--- src/source/rom_cfg_pkg.sv ---
//******************************
// ROM is word addressed, 1M words of 32 bits, and client regions must stay disjoint
// Client widths count in each client's own data unit
//******************************
`default_nettype none

package rom_cfg_pkg;

    // External word address width shared by the memory port
    localparam int mem_aw = 20;

    // Client address widths, char in bytes, obj in halfwords, main in words
    localparam int char_aw = 15;
    localparam int obj_aw  = 16;
    localparam int main_aw = 14;

    // Region offsets in words
    // The char region spans 0x2000 words, obj 0x8000 and main 0x4000
    localparam logic [mem_aw-1:0] char_base = 20'h00000;
    localparam logic [mem_aw-1:0] obj_base  = 20'h04000;
    localparam logic [mem_aw-1:0] main_base = 20'h0C000;

    // Slot count and the width of a slot index
    localparam int n_slots = 3;
    localparam int slot_w  = $clog2(n_slots);

    // Fixed slot positions, also the round-robin order
    localparam logic [slot_w-1:0] slot_char = 0;
    localparam logic [slot_w-1:0] slot_obj  = 1;
    localparam logic [slot_w-1:0] slot_main = 2;

endpackage

`default_nettype wire

--- src/source/rom_data_pkg.sv ---
//******************************
// Lane 0 of either view holds the least significant bits of the ROM word
//******************************
`default_nettype none

package rom_data_pkg;

    // Width of one ROM word as returned by the memory
    localparam int word_w = 32;

    // One ROM word seen in two ways
    // The char slot picks one of four bytes
    // The obj slot picks one of two halfwords
    // The main slot takes the word as a whole vector
    typedef union packed {
        logic [word_w/8-1:0][7:0]   byte_lane;
        logic [word_w/16-1:0][15:0] half_lane;
    } rom_word_t;

endpackage

`default_nettype wire

--- src/source/rom_slot.sv ---
//******************************
// dw must be 8, 16 or 32 and the client holds addr steady until ok rises
//******************************
`timescale 1ns/1ps
`default_nettype none

module rom_slot #(
    parameter int aw        = 15,
    parameter int dw        = 8,
    parameter bit invert_a0 = 1'b0
) (
    input  wire logic                    clk,
    input  wire logic                    rst,
    input  wire logic                    cen,
    input  wire logic [aw-1:0]           addr,
    input  wire rom_data_pkg::rom_word_t din,
    input  wire logic                    we,
    output logic                         req,
    output logic                         ok,
    output logic [aw-1:0]                addr_req,
    output logic [dw-1:0]                dout
);

    // Cached ROM word and the aligned address it was fetched for
    rom_data_pkg::rom_word_t cached_q;
    logic [aw-1:0]           cached_addr;

    // Set by reset until the first load, so a slot never claims stale data
    logic unloaded;

    // Alignment and lane selection both depend on the client data width
    generate
        if (dw == 8) begin : g_byte
            // Four bytes share one word so two low address bits are dropped
            logic [1:0] lane;

            assign addr_req = {addr[aw-1:2], 2'b00};

            // Some boards store byte pairs swapped, hence the optional inversion of bit 0
            assign lane = {addr[1], addr[0] ^ invert_a0};
            assign dout = cached_q.byte_lane[lane];
        end else if (dw == 16) begin : g_half
            // Two halfwords share one word
            assign addr_req = {addr[aw-1:1], 1'b0};
            assign dout     = cached_q.half_lane[addr[0]];
        end else begin : g_word
            // A full-width client already addresses whole words
            assign addr_req = addr;
            assign dout     = cached_q;
        end
    endgenerate

    // Hit when loaded and the cached word covers the current address
    assign ok = !unloaded && (addr_req == cached_addr);

    // Anything else is a miss and asks the arbiter for a fetch
    assign req = !ok;

    // Load tracking is the only state that reset touches
    always_ff @(posedge clk) begin
        if (rst) begin
            unloaded <= 1'b1;
        end else if (cen && we) begin
            unloaded <= 1'b0;
        end
    end

    // The address is sampled at load time together with the word
    // A client that moves early would tag the word with the wrong address
    always_ff @(posedge clk) begin
        if (cen && we) begin
            cached_q    <= din;
            cached_addr <= addr_req;
        end
    end

endmodule

`default_nettype wire

--- src/source/rom_arbiter.sv ---
//******************************
// One fetch in flight, and mem_rdy is taken as a single-cycle pulse
// Slot addresses are sampled once when a slot wins arbitration
//******************************
`timescale 1ns/1ps
`default_nettype none

module rom_arbiter (
    input  wire logic                               clk,
    input  wire logic                               rst,
    input  wire logic                               cen,
    input  wire logic                               char_req,
    input  wire logic                               obj_req,
    input  wire logic                               main_req,
    input  wire logic [rom_cfg_pkg::char_aw-1:0]    char_addr_req,
    input  wire logic [rom_cfg_pkg::obj_aw-1:0]     obj_addr_req,
    input  wire logic [rom_cfg_pkg::main_aw-1:0]    main_addr_req,
    input  wire logic [rom_data_pkg::word_w-1:0]    mem_data,
    input  wire logic                               mem_rdy,
    output logic                                    char_we,
    output logic                                    obj_we,
    output logic                                    main_we,
    output rom_data_pkg::rom_word_t                 din,
    output logic                                    mem_rd,
    output logic [rom_cfg_pkg::mem_aw-1:0]          mem_addr
);

    // Requests gathered in slot order
    logic [rom_cfg_pkg::n_slots-1:0] req_vec;

    // Absolute ROM word address of every slot
    logic [rom_cfg_pkg::mem_aw-1:0] slot_addr [rom_cfg_pkg::n_slots];

    // Last served slot, which also names the slot owning the current fetch
    logic [rom_cfg_pkg::slot_w-1:0] last;

    // Round-robin winner for this cycle and whether there is one at all
    logic [rom_cfg_pkg::slot_w-1:0] pick;
    logic                           found;

    // The state machine is kept as two flags
    // Idle when both are low, fetch while mem_rd is high, load while loading is high
    logic loading;
    logic start;

    assign req_vec[rom_cfg_pkg::slot_char] = char_req;
    assign req_vec[rom_cfg_pkg::slot_obj]  = obj_req;
    assign req_vec[rom_cfg_pkg::slot_main] = main_req;

    // Drop the lane bits to get a word index, then place it in the client region
    assign slot_addr[rom_cfg_pkg::slot_char] = rom_cfg_pkg::char_base +
        {{(rom_cfg_pkg::mem_aw - rom_cfg_pkg::char_aw + 2){1'b0}},
         char_addr_req[rom_cfg_pkg::char_aw-1:2]};
    assign slot_addr[rom_cfg_pkg::slot_obj] = rom_cfg_pkg::obj_base +
        {{(rom_cfg_pkg::mem_aw - rom_cfg_pkg::obj_aw + 1){1'b0}},
         obj_addr_req[rom_cfg_pkg::obj_aw-1:1]};
    assign slot_addr[rom_cfg_pkg::slot_main] = rom_cfg_pkg::main_base +
        {{(rom_cfg_pkg::mem_aw - rom_cfg_pkg::main_aw){1'b0}}, main_addr_req};

    // Walk the slots starting just after the last served one
    // The first requester met wins, so no slot can be starved
    always_comb begin
        logic [rom_cfg_pkg::slot_w-1:0] idx;

        idx   = last;
        found = 1'b0;
        pick  = last;
        for (int i = 0; i < rom_cfg_pkg::n_slots; i++) begin
            if (int'(idx) == rom_cfg_pkg::n_slots - 1) begin
                idx = '0;
            end else begin
                idx = idx + 1'b1;
            end
            if (!found && req_vec[idx]) begin
                found = 1'b1;
                pick  = idx;
            end
        end
    end

    // A decision is only taken from idle and on an enabled cycle
    assign start = !mem_rd && !loading && cen && found;

    // Control state
    always_ff @(posedge clk) begin
        if (rst) begin
            mem_rd  <= 1'b0;
            loading <= 1'b0;
            // Start as if main was served so char goes first
            last    <= rom_cfg_pkg::slot_main;
        end else begin
            if (start) begin
                mem_rd <= 1'b1;
                last   <= pick;
            end
            // The ready pulse is honoured even with cen low
            if (mem_rd && mem_rdy) begin
                mem_rd  <= 1'b0;
                loading <= 1'b1;
            end
            // The slot takes the word on this same enabled edge
            if (loading && cen) begin
                loading <= 1'b0;
            end
        end
    end

    // Address and returned data
    always_ff @(posedge clk) begin
        if (start) begin
            mem_addr <= slot_addr[pick];
        end
        if (mem_rd && mem_rdy) begin
            din <= mem_data;
        end
    end

    // Write enables stay up through the load phase until a cen cycle
    assign char_we = loading && (last == rom_cfg_pkg::slot_char);
    assign obj_we  = loading && (last == rom_cfg_pkg::slot_obj);
    assign main_we = loading && (last == rom_cfg_pkg::slot_main);

endmodule

`default_nettype wire

--- src/source/rom_subsys.sv ---
//******************************
// Clients hold their address until ok rises, and cen gates loads and arbitration
// mem_rd is a level held until a one-cycle mem_rdy
//******************************
`timescale 1ns/1ps
`default_nettype none

module rom_subsys (
    input  wire logic                               clk,
    input  wire logic                               rst,
    input  wire logic                               cen,

    // Character client, byte addressed
    input  wire logic [rom_cfg_pkg::char_aw-1:0]    char_addr,
    output logic [7:0]                              char_data,
    output logic                                    char_ok,

    // Object client, halfword addressed
    input  wire logic [rom_cfg_pkg::obj_aw-1:0]     obj_addr,
    output logic [15:0]                             obj_data,
    output logic                                    obj_ok,

    // Main CPU client, word addressed
    input  wire logic [rom_cfg_pkg::main_aw-1:0]    main_addr,
    output logic [rom_data_pkg::word_w-1:0]         main_data,
    output logic                                    main_ok,

    // External ROM port
    output logic                                    mem_rd,
    output logic [rom_cfg_pkg::mem_aw-1:0]          mem_addr,
    input  wire logic [rom_data_pkg::word_w-1:0]    mem_data,
    input  wire logic                               mem_rdy
);

    // Miss flags from the slots
    logic char_req;
    logic obj_req;
    logic main_req;

    // Aligned client addresses as seen by the arbiter
    logic [rom_cfg_pkg::char_aw-1:0] char_addr_req;
    logic [rom_cfg_pkg::obj_aw-1:0]  obj_addr_req;
    logic [rom_cfg_pkg::main_aw-1:0] main_addr_req;

    // Per-slot load enables and the word shared by all slots
    logic                    char_we;
    logic                    obj_we;
    logic                    main_we;
    rom_data_pkg::rom_word_t din;

    // Byte lanes of the character ROM come in swapped pairs
    rom_slot #(
        .aw        (rom_cfg_pkg::char_aw),
        .dw        (8),
        .invert_a0 (1'b1)
    ) u_char_slot (
        .clk      (clk),
        .rst      (rst),
        .cen      (cen),
        .addr     (char_addr),
        .din      (din),
        .we       (char_we),
        .req      (char_req),
        .ok       (char_ok),
        .addr_req (char_addr_req),
        .dout     (char_data)
    );

    rom_slot #(
        .aw        (rom_cfg_pkg::obj_aw),
        .dw        (16),
        .invert_a0 (1'b0)
    ) u_obj_slot (
        .clk      (clk),
        .rst      (rst),
        .cen      (cen),
        .addr     (obj_addr),
        .din      (din),
        .we       (obj_we),
        .req      (obj_req),
        .ok       (obj_ok),
        .addr_req (obj_addr_req),
        .dout     (obj_data)
    );

    rom_slot #(
        .aw        (rom_cfg_pkg::main_aw),
        .dw        (rom_data_pkg::word_w),
        .invert_a0 (1'b0)
    ) u_main_slot (
        .clk      (clk),
        .rst      (rst),
        .cen      (cen),
        .addr     (main_addr),
        .din      (din),
        .we       (main_we),
        .req      (main_req),
        .ok       (main_ok),
        .addr_req (main_addr_req),
        .dout     (main_data)
    );

    // Shared access to the external ROM
    rom_arbiter u_arbiter (
        .clk           (clk),
        .rst           (rst),
        .cen           (cen),
        .char_req      (char_req),
        .obj_req       (obj_req),
        .main_req      (main_req),
        .char_addr_req (char_addr_req),
        .obj_addr_req  (obj_addr_req),
        .main_addr_req (main_addr_req),
        .mem_data      (mem_data),
        .mem_rdy       (mem_rdy),
        .char_we       (char_we),
        .obj_we        (obj_we),
        .main_we       (main_we),
        .din           (din),
        .mem_rd        (mem_rd),
        .mem_addr      (mem_addr)
    );

endmodule

`default_nettype wire

--- config.mk ---
export PLATFORM = sky130hd
export DESIGN_NAME = rom_subsys
export DESIGN_NICKNAME = d
export VERILOG_FILES = /design/src/source/rom_cfg_pkg.sv /design/src/source/rom_data_pkg.sv /design/src/source/rom_slot.sv /design/src/source/rom_arbiter.sv /design/src/source/rom_subsys.sv
export SDC_FILE = /design/constraint.sdc
export NUM_CORES = 1
export LEC_CHECK = 0
export ABC_CLOCK_PERIOD_IN_PS = 4700
export BUFFER_PORTS_ARGS = -buffer_cell sky130_fd_sc_hd__clkbuf_2
export CORE_ASPECT_RATIO = 0.7
export CORE_UTILIZATION = 48
export DETAILED_ROUTE_END_ITERATION = 8
export PLACE_DENSITY = 0.86
export SETUP_SLACK_MARGIN = 0.3
export SYNTH_ARGS = -nofsm -noshare
export SYNTH_HDL_FRONTEND = slang
export SYNTH_SLANG_ARGS = --single-unit
--- constraint.sdc ---
create_clock -name clk -period 4.7 [get_ports clk]
set_input_delay 0.705 -clock clk [delete_from_list [all_inputs] [get_ports clk]]
set_output_delay 0.705 -clock clk [all_outputs]
set_load 0.05 [all_outputs]
# Word level (Yosys, flattened, before mapping)
# Index checks and enable logic that the tools add are counted.
# Widths: inputs -> output; s select.
totals:
  ff_bits: 197
  output_inout_bits: 80
  word_cells: 86
classes:
  addsub: 5
  magnitude_cmp: 6
  n_eq_ne: 8
  n_mux: 22
  bitwise: 2
  n_reduce_logical: 29
op_table:
  columns: ["cell", "n"]
  rows:
  - ["$bmux 20 s2", 1]
  - ["$mux 20", 2]
  - ["$mux 16", 2]
  - ["$add 16x14->17 const A", 1]
  - ["$add 15x15->16 const A", 1]
  - ["$bmux 8 s2", 1]
  - ["$logic_and 1x1->1", 16]
  - ["$eq 15x15->1", 1]
  - ["$eq 14x14->1", 1]
  - ["$eq 13x13->1", 1]
  - ["$lt 2x3->1 const B", 4]
  - ["$mux 2", 6]
  - ["$logic_not 1->1", 10]
  - ["$eq 2x2->1 const B", 4]
  - ["$mux 8", 1]
  - ["$add 2x1->2 const B", 3]
  - ["$bmux 1 s2", 3]
  - ["$mux 1", 6]
  - ["$reduce_or 2->1", 2]
  - ["$ge 3x3->1 const B", 1]
  - ["$not 2->3", 1]
  - ["$eq 2x1->1 const B", 1]
  - ["$logic_not 2->1", 1]
  - ["$lt 1x2->1 const B", 1]
  - ["$not 1->1", 1]

# Depth between registers and ports, before layout
logic_depth:
  word_depth: 16
  mapped_depth: 9
  depth_no_buf: 7

# Cells and area by module
# From an unflattened synthesis, not the netlist that was laid out.
hier_totals:
  cells_unflattened: 440
  hier_area_um2: 7672.4
modules_own_cells:
  columns: ["module", "n_inst", "cells_per_inst", "area_per_inst_um2", "seq_area_each_um2"]
  rows:
  - ["rom_arbiter", 1, 154, 2210.9, 1521.5]
  - ["rom_slot (u_obj_slot)", 1, 107, 1931.9, 1431.4]
  - ["rom_slot (u_char_slot)", 1, 94, 1845.5, 1371.3]
  - ["rom_slot (u_main_slot)", 1, 85, 1684.1, 1401.3]

# Worst setup path after synthesis
# Ideal clock, no wire load.
synth_path:
  kind: "input-to-reg"
  start: "input cen"
  end: "register u_obj_slot.cached_addr[10] (enable)"
  setup_ns: 0.521
  arrival_ns: 4.296
  required_time_ns: 4.179
  setup_slack_ns: -0.117
  stages: 2
  path_buffers: 0
  path_cell_list: "nand2_1 -> nor3b_1"
synth_via:
  elab_chain_len: 1
synth_rtl:
  columns: ["element", "line_no", "text"]
  rows:
  - ["start, declared", "rom_subsys.sv:11", "input wire logic cen,"]
  - ["$logic_and 1x1->1", "rom_slot.sv:71", "if (cen && we) begin"]
  - ["end signal, assigned", "rom_slot.sv:73", "cached_addr <= addr_req;"]
  - ["end, declared", "rom_slot.sv:26", "logic [aw-1:0] cached_addr;"]
# No other way between the ends.
# A chain may end at the register's enable or synchronous reset.

# Worst setup path in the final report
layout_path:
  start: "register u_obj_slot.cached_addr[4]"
  end: "register u_arbiter.mem_addr[13] (netlist name) (data pin)"
layout_via:
  elab_chain_len: 16
layout_rtl:
  columns: ["element", "line_no", "text"]
  rows:
  - ["$eq 15x15->1 *", "rom_slot.sv:54", "assign ok = !unloaded && (addr_req == cached_addr);"]
  - ["$logic_and 1x1->1 *", "rom_slot.sv:54", null]
  - ["$logic_not 1->1 *", "rom_slot.sv:57", "assign req = !ok;"]
  - ["$bmux 1 s2", "rom_arbiter.sv:74", "if (!found && req_vec[idx]) begin"]
  - ["$mux 1 (implied by the code)", "rom_arbiter.sv:74", null]
  - ["$mux 1", "rom_arbiter.sv:74", null]
  - ["$logic_not 1->1", "rom_arbiter.sv:74", null]
  - ["$logic_and 1x1->1", "rom_arbiter.sv:74", null]
  - ["$mux 1", "rom_arbiter.sv:74", null]
  - ["$logic_not 1->1", "rom_arbiter.sv:74", null]
  - ["$logic_and 1x1->1", "rom_arbiter.sv:74", null]
  - ["$mux 2 *", "rom_arbiter.sv:74", null]
  - ["$not 2->3 (implied by the code) *", "rom_arbiter.sv:111", "mem_addr <= slot_addr[pick];"]
  - ["$bmux 20 s2 *", "rom_arbiter.sv:111", null]
  - ["$mux 20 (implied by the code) * (2 in a row)", "rom_arbiter.sv:111", null]
  - ["end signal, assigned", "rom_arbiter.sv:111", null]
  - ["end, declared", "rom_arbiter.sv:25", "output logic [rom_cfg_pkg::mem_aw-1:0] mem_addr"]
# Every way passes the cells marked *; elsewhere a longest branch is shown, timed or not. The select of a mux whose other input is x is not followed.

==> results_dict.tcl <==
set metrics [dict create \
    fill_cells 1077 \
    fin_crit_ns 3.41 \
    crit_cells 7 \
    cp_top_family "simple AND/OR/NAND/NOR gates" \
    drc 0 \
    worstHoldEndpoint "u_arbiter.din[19]" \
    ctsResizeCount 0 \
    drt_iter0_markers 371 \
    vias_per_cell 5.20 \
    cts_setup_buffers 0 \
    powerDensity_nw_per_um2 410 \
    cp_max_fo 17 \
    post-route-util 0.599 \
    worst_slew_pin_slew_ns 1.25 \
    leakagePower_nw 3.26 \
    r2r_end "u_arbiter.mem_addr[13]" \
    synth_fa_ha_area_frac 0 \
    die_x_um 149 \
    fmax_ghz 0.294 \
    area_growth_pct 22.1 \
    multi_input_area_sq_um 1430 \
    async_reset_ff_frac 0 \
    antenna_found_initial 0 \
    grt_max_degree 34 \
    initial_core_util 0.491 \
    drv_cap 0 \
    globalRouteOverflowTotal 0 \
    nets 601 \
    ir_worst_vdd_uv 257 \
    core-area_sq_um 14700 \
    grtUsageTotal 0.198 \
    crit_arrival_ns 3.71 \
    startpoint "u_obj_slot.cached_addr[4]" \
    setup_ws_ns 1.29 \
    muxShareOfSynthArea 0.0706 \
    hold_violations 0 \
    mostFrequentLayoutCells "edfxtp_1, clkbuf_2, xnor2_1" \
    setup_violations 0 \
    drt-total-wl_um 14500 \
    dr.pass1.iters 4 \
    avgSynthCellArea_sq_um 20.6 \
    ys_seq_elements 193 \
    antenna_left 0 \
    fp-row-count 37 \
    place_ws_ns 0.910 \
    layout_commonest_cell "edfxtp_1" \
    cts_sinks 193 \
    status "complete, no violations" \
    path_clk_slew_ns 0.07 \
    yosys_most_used_dff "edfxtp_1" \
    period_share 0.725 \
    synth_xor_area_frac 0.0509 \
    clock-root-buffer "clkbuf_16" \
    end_kind "register" \
    cts.path.max_buffers 2 \
    final_cells 728 \
    rsz0062_at_grt "false" \
    grt_pass1_vias 3839 \
    hold_path.class "in2reg" \
    cts-hold-fix-buffers 0 \
    crit_chain "xnor2_1 > nand4_1 > nor4_4 > nor2_2 > o31ai_4 > and2_1 > a22o_1" \
    cp.required_ns 5.00 \
    skew_ns 0.00991 \
    hold_path_depth 1 \
    yosysWarningCount 0 \
    dpl.cell_count 696 \
    die_h_um 105 \
    port-buffer-count 156 \
    synthesis.area_sq_um 7230 \
    cts_htree_levels 4 \
    dp_hpwl_um 10200 \
    synth_seq_area_share 0.792 \
    synthCells 351 \
    cts_tree "yes" \
    seq_area_sq_um 5730 \
    synthSimpleGateAreaFrac 0.0312 \
    slowest_stage "o31ai_4" \
    die-area_sq_um 15600 \
    r2r_cells 7 \
    worstSkewPairLatency_ns 0.42 \
    path_buf_inv 0 \
    report.final.slew_viol_count 0 \
    ios 161 \
    routedWlPerCell_um 19.9 \
    vias 3784 \
    setup_tns_ns 0 \
    hp-start "mem_data[19]" \
    cp-start-kind "register" \
    synth_compound_area_frac 0.0386 \
    cp_slowest_stage_delay_ns 0.79 \
    cts_made_buffers 17 \
    power_mw 3.62 \
    synth_top_family_by_area "multiplexers" \
    r2r-start "u_obj_slot.cached_addr[4]" \
    drive_above_1_share 0.441 \
    r2r_slack_ns 1.29 \
    synth_edf_count 186 \
    synth_cell_types 40 \
    antenna_cells 0 \
    grt_pass1_wl_um 22300 \
    place_congestion 0.858 \
    crit_type "reg2reg" \
    max_slew_margin 0.161 \
]
stage by stage:
step | hold slack, ns | cell area (sq um)
after CTS | 0.436 | 8820
after global routing | 0.431 | 8820
after detailed placement | 0.455 | 8250
after global placement | 0.453 | 8250
after floorplan | 0.440 | 7250
final | 0.454 | 8820
layer usage:
| metal | part of all wire | track usage | routed length [um] | vias to the layer above |
|---|---|---|---|---|
| met5 | 0 | 0 | 0 | - |
| met4 | 0.013 | 0.0655 | 194 | 0 |
| met3 | 0.058 | 0.0480 | 845 | 17 |
| met2 | 0.48 | 0.300 | 6950 | 136 |
| met1 | 0.45 | 0.282 | 6510 | 1921 |
| li1 | - | - | - | 1710 |
flip-flops by register name (all words and copies together) (netlist names):
signal                   cells
u_char_slot.cached_q        32
u_arbiter.last               2
u_char_slot.unloaded         1
u_arbiter.loading            1
u_arbiter.mem_addr          16
u_main_slot.dout            32
u_arbiter.din               32
u_main_slot.cached_addr     14
u_arbiter.mem_rd             1
u_char_slot.cached_addr     13
u_obj_slot.unloaded          1
u_obj_slot.cached_q         32
u_main_slot.unloaded         1
u_obj_slot.cached_addr      15
cells by family (layout without fill, tap and decap cells):
group                  count (synthesis)  count (layout)
AO/OA/AOI/OAI                         24              24
XOR/XNOR                              42              42
other                                  1               4
buffers and inverters                 19             198
AND/OR/NAND/NOR                       33              33
multiplexers                          39              39
flip-flops                           193             193
final cells by class:
cell class	instances	share of cell area
repair buffers	160	0.0933
clock buffers	17	0.0482
clock inverters	15	0.0170
flip-flops and latches	193	0.649
inverters	6	0.00255
multi-input cells	142	0.162
well taps	195	0.0277
Yosys cell counts (2+ instances only):
| library cell | count | area, sq um |
|---|---|---|
| dfxtp_1 | 7 | 140 |
| and2_1 | 3 | 18.8 |
| mux2_2 | 16 | 180 |
| buf_4 | 4 | 30.0 |
| o21ai_0 | 3 | 15.0 |
| o2bb2ai_1 | 3 | 26.3 |
| o2bb2ai_2 | 10 | 150 |
| nor3_1 | 2 | 10.0 |
| a21oi_1 | 2 | 10.0 |
| clkbuf_1 | 2 | 7.51 |
| xnor2_1 | 38 | 333 |
| nor4_4 | 2 | 42.5 |
| edfxtp_1 | 186 | 5590 |
| mux2i_1 | 15 | 150 |
| nor2_1 | 5 | 18.8 |
| nand4_1 | 10 | 62.6 |
| inv_1 | 6 | 22.5 |
| xor2_1 | 4 | 35.0 |
| mux4_2 | 8 | 180 |
| buf_1 | 2 | 7.51 |
| nand2_1 | 3 | 11.3 |
| nor3b_1 | 2 | 15.0 |
worst reg2reg max path, cell delays in order, from the launching register on:
cell      delay [ns]
edfxtp_1        0.42
xnor2_1         0.18
nand4_1         0.22
nor4_4          0.54
nor2_2          0.09
o31ai_4         0.79
and2_1          0.79
a22o_1          0.25
where the power goes:
group          total [mW]  switching (mW)  internal [mW]  leakage (nW)
registers            1.94          0.0195           1.92          1.75
clock network        1.39           0.643          0.747         0.274
logic               0.285           0.195         0.0902          1.24
total                3.62           0.857           2.76          3.26
worst max-delay path by stage:
stage                                       end  slack (ns)
finish                   u_arbiter.mem_addr[13]        1.29
global route             u_arbiter.mem_addr[13]        1.10
CTS                      u_arbiter.mem_addr[13]        1.29
detailed placement       u_arbiter.mem_addr[13]        0.91
global placement         u_arbiter.mem_addr[13]        1.10
floorplan           u_char_slot.cached_addr[10]        0.28
No activity file was read; power rests on OpenSTA's default activity.
